==> config.mk <==
export PLATFORM = sky130hd
export DESIGN_NAME = dm_regs_top
export DESIGN_NICKNAME = d
export VERILOG_FILES = /design/src/logic/dm_pkg.sv /design/src/logic/dm_regs_top.sv /design/src/logic/dm_abstract_cmd.sv /design/src/logic/dm_hart_ctrl.sv /design/src/logic/dm_resp_fifo.sv
export SDC_FILE = /design/constraint.sdc
export NUM_CORES = 1
export LEC_CHECK = 0
export ABC_AREA = 1
export BUFFER_PORTS_ARGS = -buffer_cell sky130_fd_sc_hd__buf_4
export CORE_MARGIN = 2
export CORE_UTILIZATION = 45
export CTS_CLUSTER_SIZE = 16
export DETAILED_ROUTE_END_ITERATION = 7
export PLACE_DENSITY = 0.7
export SLEW_MARGIN = 20
export SYNTH_ARGS = -nofsm -noshare
export SYNTH_HDL_FRONTEND = slang
export SYNTH_SLANG_ARGS = --single-unit
==> constraint.sdc <==
create_clock -name clk_i -period 3 [get_ports clk_i]
set_input_delay 0.15 -clock clk_i [delete_from_list [all_inputs] [get_ports clk_i]]
set_output_delay 0.15 -clock clk_i [all_outputs]
set_load 0.005 [all_outputs]
==> src/logic/dm_pkg.sv <==
package dm_pkg;

  // ----------------------------------------------------------------------
  // sizes
  // ----------------------------------------------------------------------
  localparam int unsigned NrHarts    = 4;
  localparam int unsigned DataCount  = 2;
  localparam int unsigned HartSelLen = 2;
  localparam int unsigned RespDepth  = 2;

  // fixed field values
  localparam logic [3:0] DbgVersion013 = 4'd2;
  localparam logic [1:0] DtmSuccess    = 2'd0;

  typedef logic [31:0]           dm_word_t;
  typedef logic [6:0]            dm_addr_t;
  typedef logic [NrHarts-1:0]    hart_vec_t;
  typedef logic [HartSelLen-1:0] hart_idx_t;

  // ----------------------------------------------------------------------
  // encodings
  // ----------------------------------------------------------------------
  typedef enum logic [1:0] {
    DtmNop   = 2'd0,
    DtmRead  = 2'd1,
    DtmWrite = 2'd2
  } dtm_op_e;

  typedef enum logic [6:0] {
    Data0        = 7'h04,
    Data1        = 7'h05,
    DMControl    = 7'h10,
    DMStatus     = 7'h11,
    AbstractCS   = 7'h16,
    Command      = 7'h17,
    AbstractAuto = 7'h18
  } dm_csr_e;

  typedef enum logic [2:0] {
    CmdErrNone         = 3'd0,
    CmdErrBusy         = 3'd1,
    CmdErrNotSupported = 3'd2,
    CmdErrException    = 3'd3,
    CmdErrHaltResume   = 3'd4,
    CmdErrBus          = 3'd5,
    CmdErrOther        = 3'd7
  } cmderr_e;

  // ----------------------------------------------------------------------
  // transport and register layouts
  // ----------------------------------------------------------------------
  typedef struct packed {
    dm_addr_t addr;
    dtm_op_e  op;
    dm_word_t data;
  } dmi_req_t;

  typedef struct packed {
    dm_word_t   data;
    logic [1:0] resp;
  } dmi_resp_t;

  typedef struct packed {
    logic        haltreq;
    logic        resumereq;
    logic        zero2;
    logic        ackhavereset;
    logic [1:0]  zero1;
    logic [9:0]  hartsello;
    logic [13:0] zero0;
    logic        ndmreset;
    logic        dmactive;
  } dmcontrol_t;

  typedef struct packed {
    logic [11:0] zero1;
    logic        allhavereset;
    logic        anyhavereset;
    logic        allresumeack;
    logic        anyresumeack;
    logic        allnonexistent;
    logic        anynonexistent;
    logic        allunavail;
    logic        anyunavail;
    logic        allrunning;
    logic        anyrunning;
    logic        allhalted;
    logic        anyhalted;
    logic        authenticated;
    logic [2:0]  zero0;
    logic [3:0]  version;
  } dmstatus_t;

  typedef struct packed {
    logic [2:0]  zero3;
    logic [4:0]  progbufsize;
    logic [10:0] zero2;
    logic        busy;
    logic        zero1;
    cmderr_e     cmderr;
    logic [3:0]  zero0;
    logic [3:0]  datacount;
  } abstractcs_t;

  typedef struct packed {
    logic [7:0]  cmdtype;
    logic [23:0] control;
  } command_t;

endpackage
==> src/logic/dm_regs_top.sv <==
`timescale 1ns/100ps

module dm_regs_top (
  input  logic                                      clk_i,
  input  logic                                      rst_ni,
  // transport side
  input  logic                                      dmi_req_valid_i,
  output logic                                      dmi_req_ready_o,
  input  dm_pkg::dmi_req_t                          dmi_req_i,
  output logic                                      dmi_resp_valid_o,
  input  logic                                      dmi_resp_ready_i,
  output dm_pkg::dmi_resp_t                         dmi_resp_o,
  // hart run control
  input  dm_pkg::hart_vec_t                         halted_i,
  input  dm_pkg::hart_vec_t                         unavailable_i,
  input  dm_pkg::hart_vec_t                         resumeack_i,
  output dm_pkg::hart_vec_t                         haltreq_o,
  output dm_pkg::hart_vec_t                         resumereq_o,
  output logic                                      clear_resumeack_o,
  output logic                                      ndmreset_o,
  output logic                                      dmactive_o,
  // abstract commands
  input  logic                                      cmdbusy_i,
  input  logic                                      cmderror_valid_i,
  input  dm_pkg::cmderr_e                           cmderror_i,
  input  logic                                      data_valid_i,
  input  dm_pkg::dm_word_t [dm_pkg::DataCount-1:0]  data_i,
  output logic                                      cmd_valid_o,
  output dm_pkg::command_t                          cmd_o,
  output dm_pkg::dm_word_t [dm_pkg::DataCount-1:0]  data_o
);

  logic             req_fire;
  dm_pkg::dm_word_t hart_rdata;
  dm_pkg::dm_word_t abs_rdata;
  dm_pkg::dm_word_t resp_wdata;
  dm_pkg::dm_word_t resp_rdata;

  assign req_fire = dmi_req_valid_i & dmi_req_ready_o;

  // writes and unknown addresses answer zero
  assign resp_wdata = (dmi_req_i.op == dm_pkg::DtmRead) ? (hart_rdata | abs_rdata) : '0;

  assign dmi_resp_o = '{data: resp_rdata, resp: dm_pkg::DtmSuccess};

  dm_hart_ctrl i_hart_ctrl (
    .clk_i             (clk_i),
    .rst_ni            (rst_ni),
    .req_fire_i        (req_fire),
    .dmi_req_i         (dmi_req_i),
    .halted_i          (halted_i),
    .unavailable_i     (unavailable_i),
    .resumeack_i       (resumeack_i),
    .rdata_o           (hart_rdata),
    .haltreq_o         (haltreq_o),
    .resumereq_o       (resumereq_o),
    .clear_resumeack_o (clear_resumeack_o),
    .ndmreset_o        (ndmreset_o),
    .dmactive_o        (dmactive_o)
  );

  dm_abstract_cmd i_abstract_cmd (
    .clk_i            (clk_i),
    .rst_ni           (rst_ni),
    .req_fire_i       (req_fire),
    .dmi_req_i        (dmi_req_i),
    .dmactive_i       (dmactive_o),
    .cmdbusy_i        (cmdbusy_i),
    .cmderror_valid_i (cmderror_valid_i),
    .cmderror_i       (cmderror_i),
    .data_valid_i     (data_valid_i),
    .data_i           (data_i),
    .rdata_o          (abs_rdata),
    .cmd_valid_o      (cmd_valid_o),
    .cmd_o            (cmd_o),
    .data_o           (data_o)
  );

  // queue full holds off the transport
  dm_resp_fifo i_resp_fifo (
    .clk_i    (clk_i),
    .rst_ni   (rst_ni),
    .wdata_i  (resp_wdata),
    .wvalid_i (req_fire),
    .wready_o (dmi_req_ready_o),
    .rdata_o  (resp_rdata),
    .rvalid_o (dmi_resp_valid_o),
    .rready_i (dmi_resp_ready_i)
  );

endmodule

==> src/logic/dm_abstract_cmd.sv <==
`timescale 1ns/100ps

module dm_abstract_cmd (
  input  logic                                      clk_i,
  input  logic                                      rst_ni,
  input  logic                                      req_fire_i,
  input  dm_pkg::dmi_req_t                          dmi_req_i,
  input  logic                                      dmactive_i,
  input  logic                                      cmdbusy_i,
  input  logic                                      cmderror_valid_i,
  input  dm_pkg::cmderr_e                           cmderror_i,
  input  logic                                      data_valid_i,
  input  dm_pkg::dm_word_t [dm_pkg::DataCount-1:0]  data_i,
  output dm_pkg::dm_word_t                          rdata_o,
  output logic                                      cmd_valid_o,
  output dm_pkg::command_t                          cmd_o,
  output dm_pkg::dm_word_t [dm_pkg::DataCount-1:0]  data_o
);

  dm_pkg::command_t                         command_d, command_q;
  dm_pkg::cmderr_e                          cmderr_d, cmderr_q;
  logic [dm_pkg::DataCount-1:0]             autoexec_d, autoexec_q;
  dm_pkg::dm_word_t [dm_pkg::DataCount-1:0] data_d, data_q;
  logic                                     cmd_valid_d, cmd_valid_q;
  dm_pkg::abstractcs_t                      abstractcs;
  dm_pkg::abstractcs_t                      wr_cs;
  dm_pkg::dm_addr_t                         data_offset;
  logic [$clog2(dm_pkg::DataCount)-1:0]     data_idx;
  logic                                     data_hit;
  logic                                     is_read;
  logic                                     is_write;

  assign is_read  = req_fire_i && (dmi_req_i.op == dm_pkg::DtmRead);
  assign is_write = req_fire_i && (dmi_req_i.op == dm_pkg::DtmWrite);
  assign wr_cs    = dm_pkg::abstractcs_t'(dmi_req_i.data);

  // data window starts at Data0
  assign data_offset = dmi_req_i.addr - dm_pkg::Data0;
  assign data_hit    = (data_offset < 7'(dm_pkg::DataCount));
  assign data_idx    = data_offset[$clog2(dm_pkg::DataCount)-1:0];

  // ----------------------------------------------------------------------
  // next state
  // ----------------------------------------------------------------------
  always_comb begin
    command_d   = command_q;
    cmderr_d    = cmderr_q;
    autoexec_d  = autoexec_q;
    data_d      = data_q;
    cmd_valid_d = 1'b0;
    // data access, ignored while busy
    if ((is_read || is_write) && data_hit && !cmdbusy_i) begin
      if (is_write) begin
        data_d[data_idx] = dmi_req_i.data;
      end
      cmd_valid_d = autoexec_q[data_idx];
    end
    if (is_write) begin
      case (dmi_req_i.addr)
        dm_pkg::Command: begin
          if (!cmdbusy_i) begin
            command_d   = dm_pkg::command_t'(dmi_req_i.data);
            cmd_valid_d = 1'b1;
          end else if (cmderr_q == dm_pkg::CmdErrNone) begin
            cmderr_d = dm_pkg::CmdErrBusy;
          end
        end
        dm_pkg::AbstractCS: begin
          // w1c on cmderr
          if (!cmdbusy_i) begin
            cmderr_d = dm_pkg::cmderr_e'(cmderr_q & ~wr_cs.cmderr);
          end else if (cmderr_q == dm_pkg::CmdErrNone) begin
            cmderr_d = dm_pkg::CmdErrBusy;
          end
        end
        dm_pkg::AbstractAuto: begin
          if (!cmdbusy_i) begin
            autoexec_d = dmi_req_i.data[dm_pkg::DataCount-1:0];
          end else if (cmderr_q == dm_pkg::CmdErrNone) begin
            cmderr_d = dm_pkg::CmdErrBusy;
          end
        end
        default: ;
      endcase
    end
    // hart side wins over the bus
    if (cmderror_valid_i) begin
      cmderr_d = cmderror_i;
    end
    if (data_valid_i) begin
      data_d = data_i;
    end
  end

  always_ff @(posedge clk_i or negedge rst_ni) begin
    if (!rst_ni) begin
      command_q   <= '0;
      cmderr_q    <= dm_pkg::CmdErrNone;
      autoexec_q  <= '0;
      data_q      <= '0;
      cmd_valid_q <= 1'b0;
    end else if (!dmactive_i) begin
      command_q   <= '0;
      cmderr_q    <= dm_pkg::CmdErrNone;
      autoexec_q  <= '0;
      data_q      <= '0;
      cmd_valid_q <= 1'b0;
    end else begin
      command_q   <= command_d;
      cmderr_q    <= cmderr_d;
      autoexec_q  <= autoexec_d;
      data_q      <= data_d;
      cmd_valid_q <= cmd_valid_d;
    end
  end

  // ----------------------------------------------------------------------
  // read values
  // ----------------------------------------------------------------------
  always_comb begin
    abstractcs             = '0;
    abstractcs.datacount   = 4'(dm_pkg::DataCount);
    abstractcs.cmderr      = cmderr_q;
    abstractcs.busy        = cmdbusy_i;
    abstractcs.progbufsize = '0;
  end

  always_comb begin
    rdata_o = '0;
    if (data_hit) begin
      rdata_o = data_q[data_idx];
    end else begin
      case (dmi_req_i.addr)
        dm_pkg::AbstractCS:   rdata_o = abstractcs;
        dm_pkg::Command:      rdata_o = command_q;
        dm_pkg::AbstractAuto: rdata_o[dm_pkg::DataCount-1:0] = autoexec_q;
        default:              rdata_o = '0;
      endcase
    end
  end

  assign cmd_valid_o = cmd_valid_q;
  assign cmd_o       = command_q;
  assign data_o      = data_q;

endmodule

==> src/logic/dm_hart_ctrl.sv <==
`timescale 1ns/100ps

module dm_hart_ctrl (
  input  logic               clk_i,
  input  logic               rst_ni,
  input  logic               req_fire_i,
  input  dm_pkg::dmi_req_t   dmi_req_i,
  input  dm_pkg::hart_vec_t  halted_i,
  input  dm_pkg::hart_vec_t  unavailable_i,
  input  dm_pkg::hart_vec_t  resumeack_i,
  output dm_pkg::dm_word_t   rdata_o,
  output dm_pkg::hart_vec_t  haltreq_o,
  output dm_pkg::hart_vec_t  resumereq_o,
  output logic               clear_resumeack_o,
  output logic               ndmreset_o,
  output logic               dmactive_o
);

  dm_pkg::dmcontrol_t dmcontrol_d, dmcontrol_q;
  dm_pkg::dmcontrol_t wr_ctrl;
  dm_pkg::hart_vec_t  havereset_d, havereset_q;
  dm_pkg::dmstatus_t  dmstatus;
  dm_pkg::hart_idx_t  sel_hart;
  dm_pkg::hart_idx_t  wr_hart;
  logic               sel_exists;
  logic               wr_exists;
  logic               ctrl_write;
  logic               sel_halted;
  logic               sel_unavail;
  logic               next_active;

  assign wr_ctrl    = dm_pkg::dmcontrol_t'(dmi_req_i.data);
  assign ctrl_write = req_fire_i && (dmi_req_i.op == dm_pkg::DtmWrite) &&
                      (dmi_req_i.addr == dm_pkg::DMControl);

  // harts beyond NrHarts do not exist
  assign sel_hart   = dm_pkg::hart_idx_t'(dmcontrol_q.hartsello);
  assign sel_exists = (dmcontrol_q.hartsello < 10'(dm_pkg::NrHarts));
  assign wr_hart    = dm_pkg::hart_idx_t'(wr_ctrl.hartsello);
  assign wr_exists  = (wr_ctrl.hartsello < 10'(dm_pkg::NrHarts));

  // ----------------------------------------------------------------------
  // dmcontrol and havereset next state
  // ----------------------------------------------------------------------
  always_comb begin
    dmcontrol_d = dmcontrol_q;
    havereset_d = havereset_q;
    if (ctrl_write) begin
      dmcontrol_d = wr_ctrl;
      // ack applies to the hart named in this write
      if (wr_ctrl.ackhavereset && wr_exists) begin
        havereset_d[wr_hart] = 1'b0;
      end
    end
    if (dmcontrol_q.resumereq && sel_exists && resumeack_i[sel_hart]) begin
      dmcontrol_d.resumereq = 1'b0;
    end
    dmcontrol_d.ackhavereset = 1'b0;
    dmcontrol_d.zero2        = 1'b0;
    dmcontrol_d.zero1        = '0;
    dmcontrol_d.zero0        = '0;
    // inactive module keeps only dmactive
    next_active = dmcontrol_d.dmactive;
    if (!(dmcontrol_q.dmactive && next_active)) begin
      dmcontrol_d          = '0;
      dmcontrol_d.dmactive = next_active;
    end
    if (dmcontrol_q.ndmreset) begin
      havereset_d = '1;
    end
  end

  assign clear_resumeack_o = !dmcontrol_q.resumereq && dmcontrol_d.resumereq;

  always_ff @(posedge clk_i or negedge rst_ni) begin
    if (!rst_ni) begin
      dmcontrol_q <= '0;
      havereset_q <= '1;
    end else begin
      dmcontrol_q <= dmcontrol_d;
      havereset_q <= havereset_d;
    end
  end

  // ----------------------------------------------------------------------
  // status of the selected hart
  // ----------------------------------------------------------------------
  assign sel_halted  = sel_exists & halted_i[sel_hart];
  assign sel_unavail = sel_exists & unavailable_i[sel_hart];

  always_comb begin
    dmstatus                = '0;
    dmstatus.version        = dm_pkg::DbgVersion013;
    dmstatus.authenticated  = 1'b1;
    dmstatus.anyhalted      = sel_halted & ~sel_unavail;
    dmstatus.allhalted      = sel_halted & ~sel_unavail;
    dmstatus.anyrunning     = sel_exists & ~sel_halted & ~sel_unavail;
    dmstatus.allrunning     = sel_exists & ~sel_halted & ~sel_unavail;
    dmstatus.anyunavail     = sel_unavail;
    dmstatus.allunavail     = sel_unavail;
    dmstatus.anynonexistent = ~sel_exists;
    dmstatus.allnonexistent = ~sel_exists;
    dmstatus.anyresumeack   = sel_exists & resumeack_i[sel_hart];
    dmstatus.allresumeack   = sel_exists & resumeack_i[sel_hart];
    dmstatus.anyhavereset   = sel_exists & havereset_q[sel_hart];
    dmstatus.allhavereset   = sel_exists & havereset_q[sel_hart];
  end

  // address decode only, the top masks non-read ops
  always_comb begin
    case (dmi_req_i.addr)
      dm_pkg::DMControl: rdata_o = dmcontrol_q;
      dm_pkg::DMStatus:  rdata_o = dmstatus;
      default:           rdata_o = '0;
    endcase
  end

  // requests go to the selected hart only
  always_comb begin
    haltreq_o   = '0;
    resumereq_o = '0;
    if (sel_exists) begin
      haltreq_o[sel_hart]   = dmcontrol_q.haltreq;
      resumereq_o[sel_hart] = dmcontrol_q.resumereq;
    end
  end

  assign ndmreset_o = dmcontrol_q.ndmreset;
  assign dmactive_o = dmcontrol_q.dmactive;

endmodule

==> src/logic/dm_resp_fifo.sv <==
`timescale 1ns/100ps

module dm_resp_fifo (
  input  logic             clk_i,
  input  logic             rst_ni,
  input  dm_pkg::dm_word_t wdata_i,
  input  logic             wvalid_i,
  output logic             wready_o,
  output dm_pkg::dm_word_t rdata_o,
  output logic             rvalid_o,
  input  logic             rready_i
);

  dm_pkg::dm_word_t mem_q [dm_pkg::RespDepth];
  logic             wptr_q;
  logic             rptr_q;
  logic [1:0]       count_q;
  logic             push;
  logic             pop;

  assign wready_o = (count_q != 2'(dm_pkg::RespDepth));
  assign rvalid_o = (count_q != 2'd0);
  assign rdata_o  = mem_q[rptr_q];

  assign push = wvalid_i & wready_o;
  assign pop  = rvalid_o & rready_i;

  // storage, written only on push
  always_ff @(posedge clk_i) begin
    if (push) begin
      mem_q[wptr_q] <= wdata_i;
    end
  end

  // pointers wrap on their own with depth 2
  always_ff @(posedge clk_i or negedge rst_ni) begin
    if (!rst_ni) begin
      wptr_q  <= 1'b0;
      rptr_q  <= 1'b0;
      count_q <= 2'd0;
    end else begin
      if (push) begin
        wptr_q <= ~wptr_q;
      end
      if (pop) begin
        rptr_q <= ~rptr_q;
      end
      case ({push, pop})
        2'b10:   count_q <= count_q + 2'd1;
        2'b01:   count_q <= count_q - 2'd1;
        default: count_q <= count_q;
      endcase
    end
  end

endmodule

==> results.md <==
- Overflow after GRT: 0
- Average instance area after synthesis: 7.61 µm²
- Endpoints failing setup: 0
- Non-filler cells, final: 1838
- # port buffers: 268
- Number of global-route vias before repair: 9065
- N_diodes: 0
- Mapped Cells: 1297
- Worst setup SP type: register
- Setup TNS: 0 ns
- Hold endpoint: i_resp_fifo.rptr_q
- Unique cell type count in the Yosys netlist: 38
- Starting Density: 45.5%
- Combinational share of power: 20.6%
- Synthesized flop and latch total: 188
- Leakage: 0.00657 µW
- YS warnings: 0
- TritonCTS clock tree: built
- Die span in y: 152 µm
- Max Slew Vio Count: 0
- CP Class: reg -> out
- R2r endpoint: i_abstract_cmd.data_o[31]
- Die width: 152 µm
- Reg2Reg Setup Slack: 0.76 ns
- Vias: 9770
- CTS H-tree depth: 4
- Worst Skew: 0.00813 ns
- Sequential Area: 5030 µm²
- Measured slew at the worst slew-check pin: 1.10 ns
- RSZ-0062 raised after global routing: false
- Detailed Route Iter0 Violations: 788
- Clk slew on worst S/H paths: 0.06 ns
- Drt pass-1 iters: 6
- Clock network power share: 35.1%
- Total Routing Usage GR: 27.9%
- Row count: 54
- Final HPWL DP: 23.9 mm
- Final #Nets: 1677
- Routed WL: 32.7 mm
- Die area: 23100 µm²
- Sequential share of the synthesized area: 51.0%
- Post-route ant nets: 0
- Global-route wire length before repair: 50.6 mm
- Placer Congestion: 0.921
- Postcts setup bufs: 0
- Mapped Area: 9860 µm²
- TritonCTS Sinks: 188
- Largest net degree at the start of global routing: 68
- Ys async rst share: 66.0%
- Arr. time, crit path: 2.40 ns
- MaxCap Viol Count: 0
- I/O pin total: 271
- WL/cell: 17.8 µm
- Clk buf depth: 2
- Multi-input logic area: 4170 µm²
- Post-synth EDFFs: 64
- WHS Path Cells: 3
- Endpoint class of the critical path: output pin
- Initial antenna violation count: 0
- Inst Count DP: 1789
- Post-placement worst setup slack: 0.698 ns
- Root buffer cell: clkbuf_16
- Max VDD drop: 355 µV
- Cell internal pwr: 4890 µW
- CTS Buf Count: 17
- Critical Path Fanout Max: 62
- Final WS setup: 0.446 ns
- Final hold violation count: 0
- Slew HR: 26.5%
- Pwr Density: 522 nW/µm²
- Worst-case reg-to-reg path depth: 6
- Max Clock Freq: 392 MHz
- Tcrit/Tclk final: 85.1%
- Reg power frac: 44.3%
- Sw Ratio: 27.2%
- RR Startpoint: i_hart_ctrl.dmactive_o
- Core Footprint: 21700 µm²
- Critical Path RT: 2.85 ns
- Remaining DRCs: 0
- Hold path start: dmi_resp_ready_i
- Fillcell total: 2008
- Tmin final: 2.55 ns
- Psw: 1830 µW
- Primary FF master, synth: dfrtp_1
- Clk_lat worst skew: 0.43 ns
- Area growth syn-to-layout: 30.4%
- Via/cell ratio: 5.32
- Status: finished clean
- Layout Utilization: 59.3%
- Worst Hold Class: in -> reg
- Layout cells sized above 1: 22.4%
flip-flops by register name, indices dropped and copies added (netlist names):
signal and count:
i_abstract_cmd.cmd_valid_o 1, i_abstract_cmd.cmd_o 32, i_resp_fifo.count_q 2, i_resp_fifo.mem_q 64, i_abstract_cmd.autoexec_q 2, i_hart_ctrl.dmcontrol_q 12
i_abstract_cmd.cmderr_q 3, i_hart_ctrl.havereset_q 4, i_resp_fifo.rptr_q 1, i_hart_ctrl.dmactive_o 1, i_hart_ctrl.ndmreset_o 1, i_abstract_cmd.data_o 64
i_resp_fifo.wptr_q 1
power groups by stage:
stage	combinational (µW)	sequential, µW	clock, µW
3_3_place_gp	1370	3020	0
4_1_cts	1400	2970	2390
2_1_floorplan	637	3020	0
6_report	1380	2970	2360
3_5_place_dp	1380	3020	0
5_1_grt	1530	2990	2490
layout make-up:
class | count | share of cell area (%)
clock buffers | 25 | 4.10
clock inverters | 7 | 0.778
inverters | 85 | 2.48
multi-input cells | 944 | 32.4
flip-flops and latches | 188 | 39.1
well taps | 280 | 2.72
repair buffers | 309 | 18.4
worst max-delay path by stage:
stage                                            from                 endpoint  slack (ns)  cells after the start
final                          i_hart_ctrl.dmactive_o        clear_resumeack_o        0.45                      6
after global routing      i_hart_ctrl.dmcontrol_q[16]        clear_resumeack_o        0.30                      9
after CTS                      i_hart_ctrl.dmactive_o        clear_resumeack_o        0.49                      6
after detailed placement                dmi_req_i[36]        clear_resumeack_o        0.70                     14
after global placement                  dmi_req_i[36]        clear_resumeack_o        0.73                     14
after floorplan                i_resp_fifo.count_q[0]  i_resp_fifo.mem_q[1][0]        0.60                      4
timing repair:
| action | CTS | global route |
|---|---|---|
| setup endpoints to repair | 0 | 0 |
| hold endpoints to repair | 67 | 0 |
| hold buffers | 17 | 0 |
| resized for setup | 0 | 0 |
logic make-up after synthesis:
group / share of synthesized area [%]
AND/OR/NAND/NOR: 33.1
flip-flops: 51.0
buffers and inverters: 6.89
AO/OA/AOI/OAI: 8.04
adder cells (fa/ha/maj): 0.634
XOR/XNOR: 0.266
other: 0.0380
through the flow:
step,area (µm²),power (µW),hold slack [ns]
2_1_floorplan,9870,3660,-0.146
3_3_place_gp,12100,4390,0.275
3_5_place_dp,12100,4410,0.272
4_1_cts,12900,6770,0.0283
5_1_grt,12900,7010,0.0579
6_report,12900,6710,0.0363
cell usage after synthesis, types with 3 or more instances:
| library cell | n | area [µm²] |
|---|---|---|
| a21oi_1 | 26 | 130 |
| buf_1 | 10 | 37.5 |
| buf_2 | 18 | 90.1 |
| buf_4 | 3 | 22.5 |
| buf_6 | 3 | 33.8 |
| clkbuf_1 | 47 | 176 |
| dfrtp_1 | 120 | 3000 |
| dfstp_2 | 4 | 105 |
| edfxtp_1 | 64 | 1920 |
| ha_1 | 5 | 62.6 |
| inv_1 | 79 | 297 |
| inv_2 | 4 | 15.0 |
| nand2_1 | 529 | 1990 |
| nand3_1 | 186 | 931 |
| nand4_1 | 5 | 31.3 |
| nor2_1 | 58 | 218 |
| o211ai_1 | 10 | 75.1 |
| o21ai_0 | 78 | 390 |
| o21ai_1 | 5 | 25.0 |
| o21ai_2 | 4 | 35.0 |
| o22ai_1 | 14 | 87.6 |
| o31ai_1 | 3 | 22.5 |
worst max-delay path: stages, from the launching register on:
cell and delay (ns):
dfrtp_4 0.40, buf_4 0.56, nand2_1 0.38, nand2_1 0.16
nand3_1 0.10, nor2_1 0.21, buf_4 0.16
metal layers:
| metal | GRT usage, % | part of all wire [%] | vias to the layer above |
|---|---|---|---|
| met3 | 5.99 | 9.7 | 49 |
| li1 | - | - | 4695 |
| met5 | 0 | 0 | - |
| met2 | 41.7 | 45 | 515 |
| met1 | 41.1 | 43 | 4511 |
| met4 | 8.06 | 2.2 | 0 |
layout by cell type (no fill, tap or decap), types with 5 or more instances in the layout:
master         synthesis  layout
nand2_1              529     527
buf_4                  3     292
nand3_1              186     186
dfrtp_1              120     119
inv_1                 79      79
o21ai_0               78      78
edfxtp_1              64      64
nor2_1                58      56
a21oi_1               26      26
clkbuf_16              0      18
dlygate4sd3_1          0      17
o22ai_1               14      14
o211ai_1              10      10
nand4_1                5       5
o21ai_1                5       5
ha_1                   5       5
clkbuf_8               0       5
(Power assumes the default switching activity.)
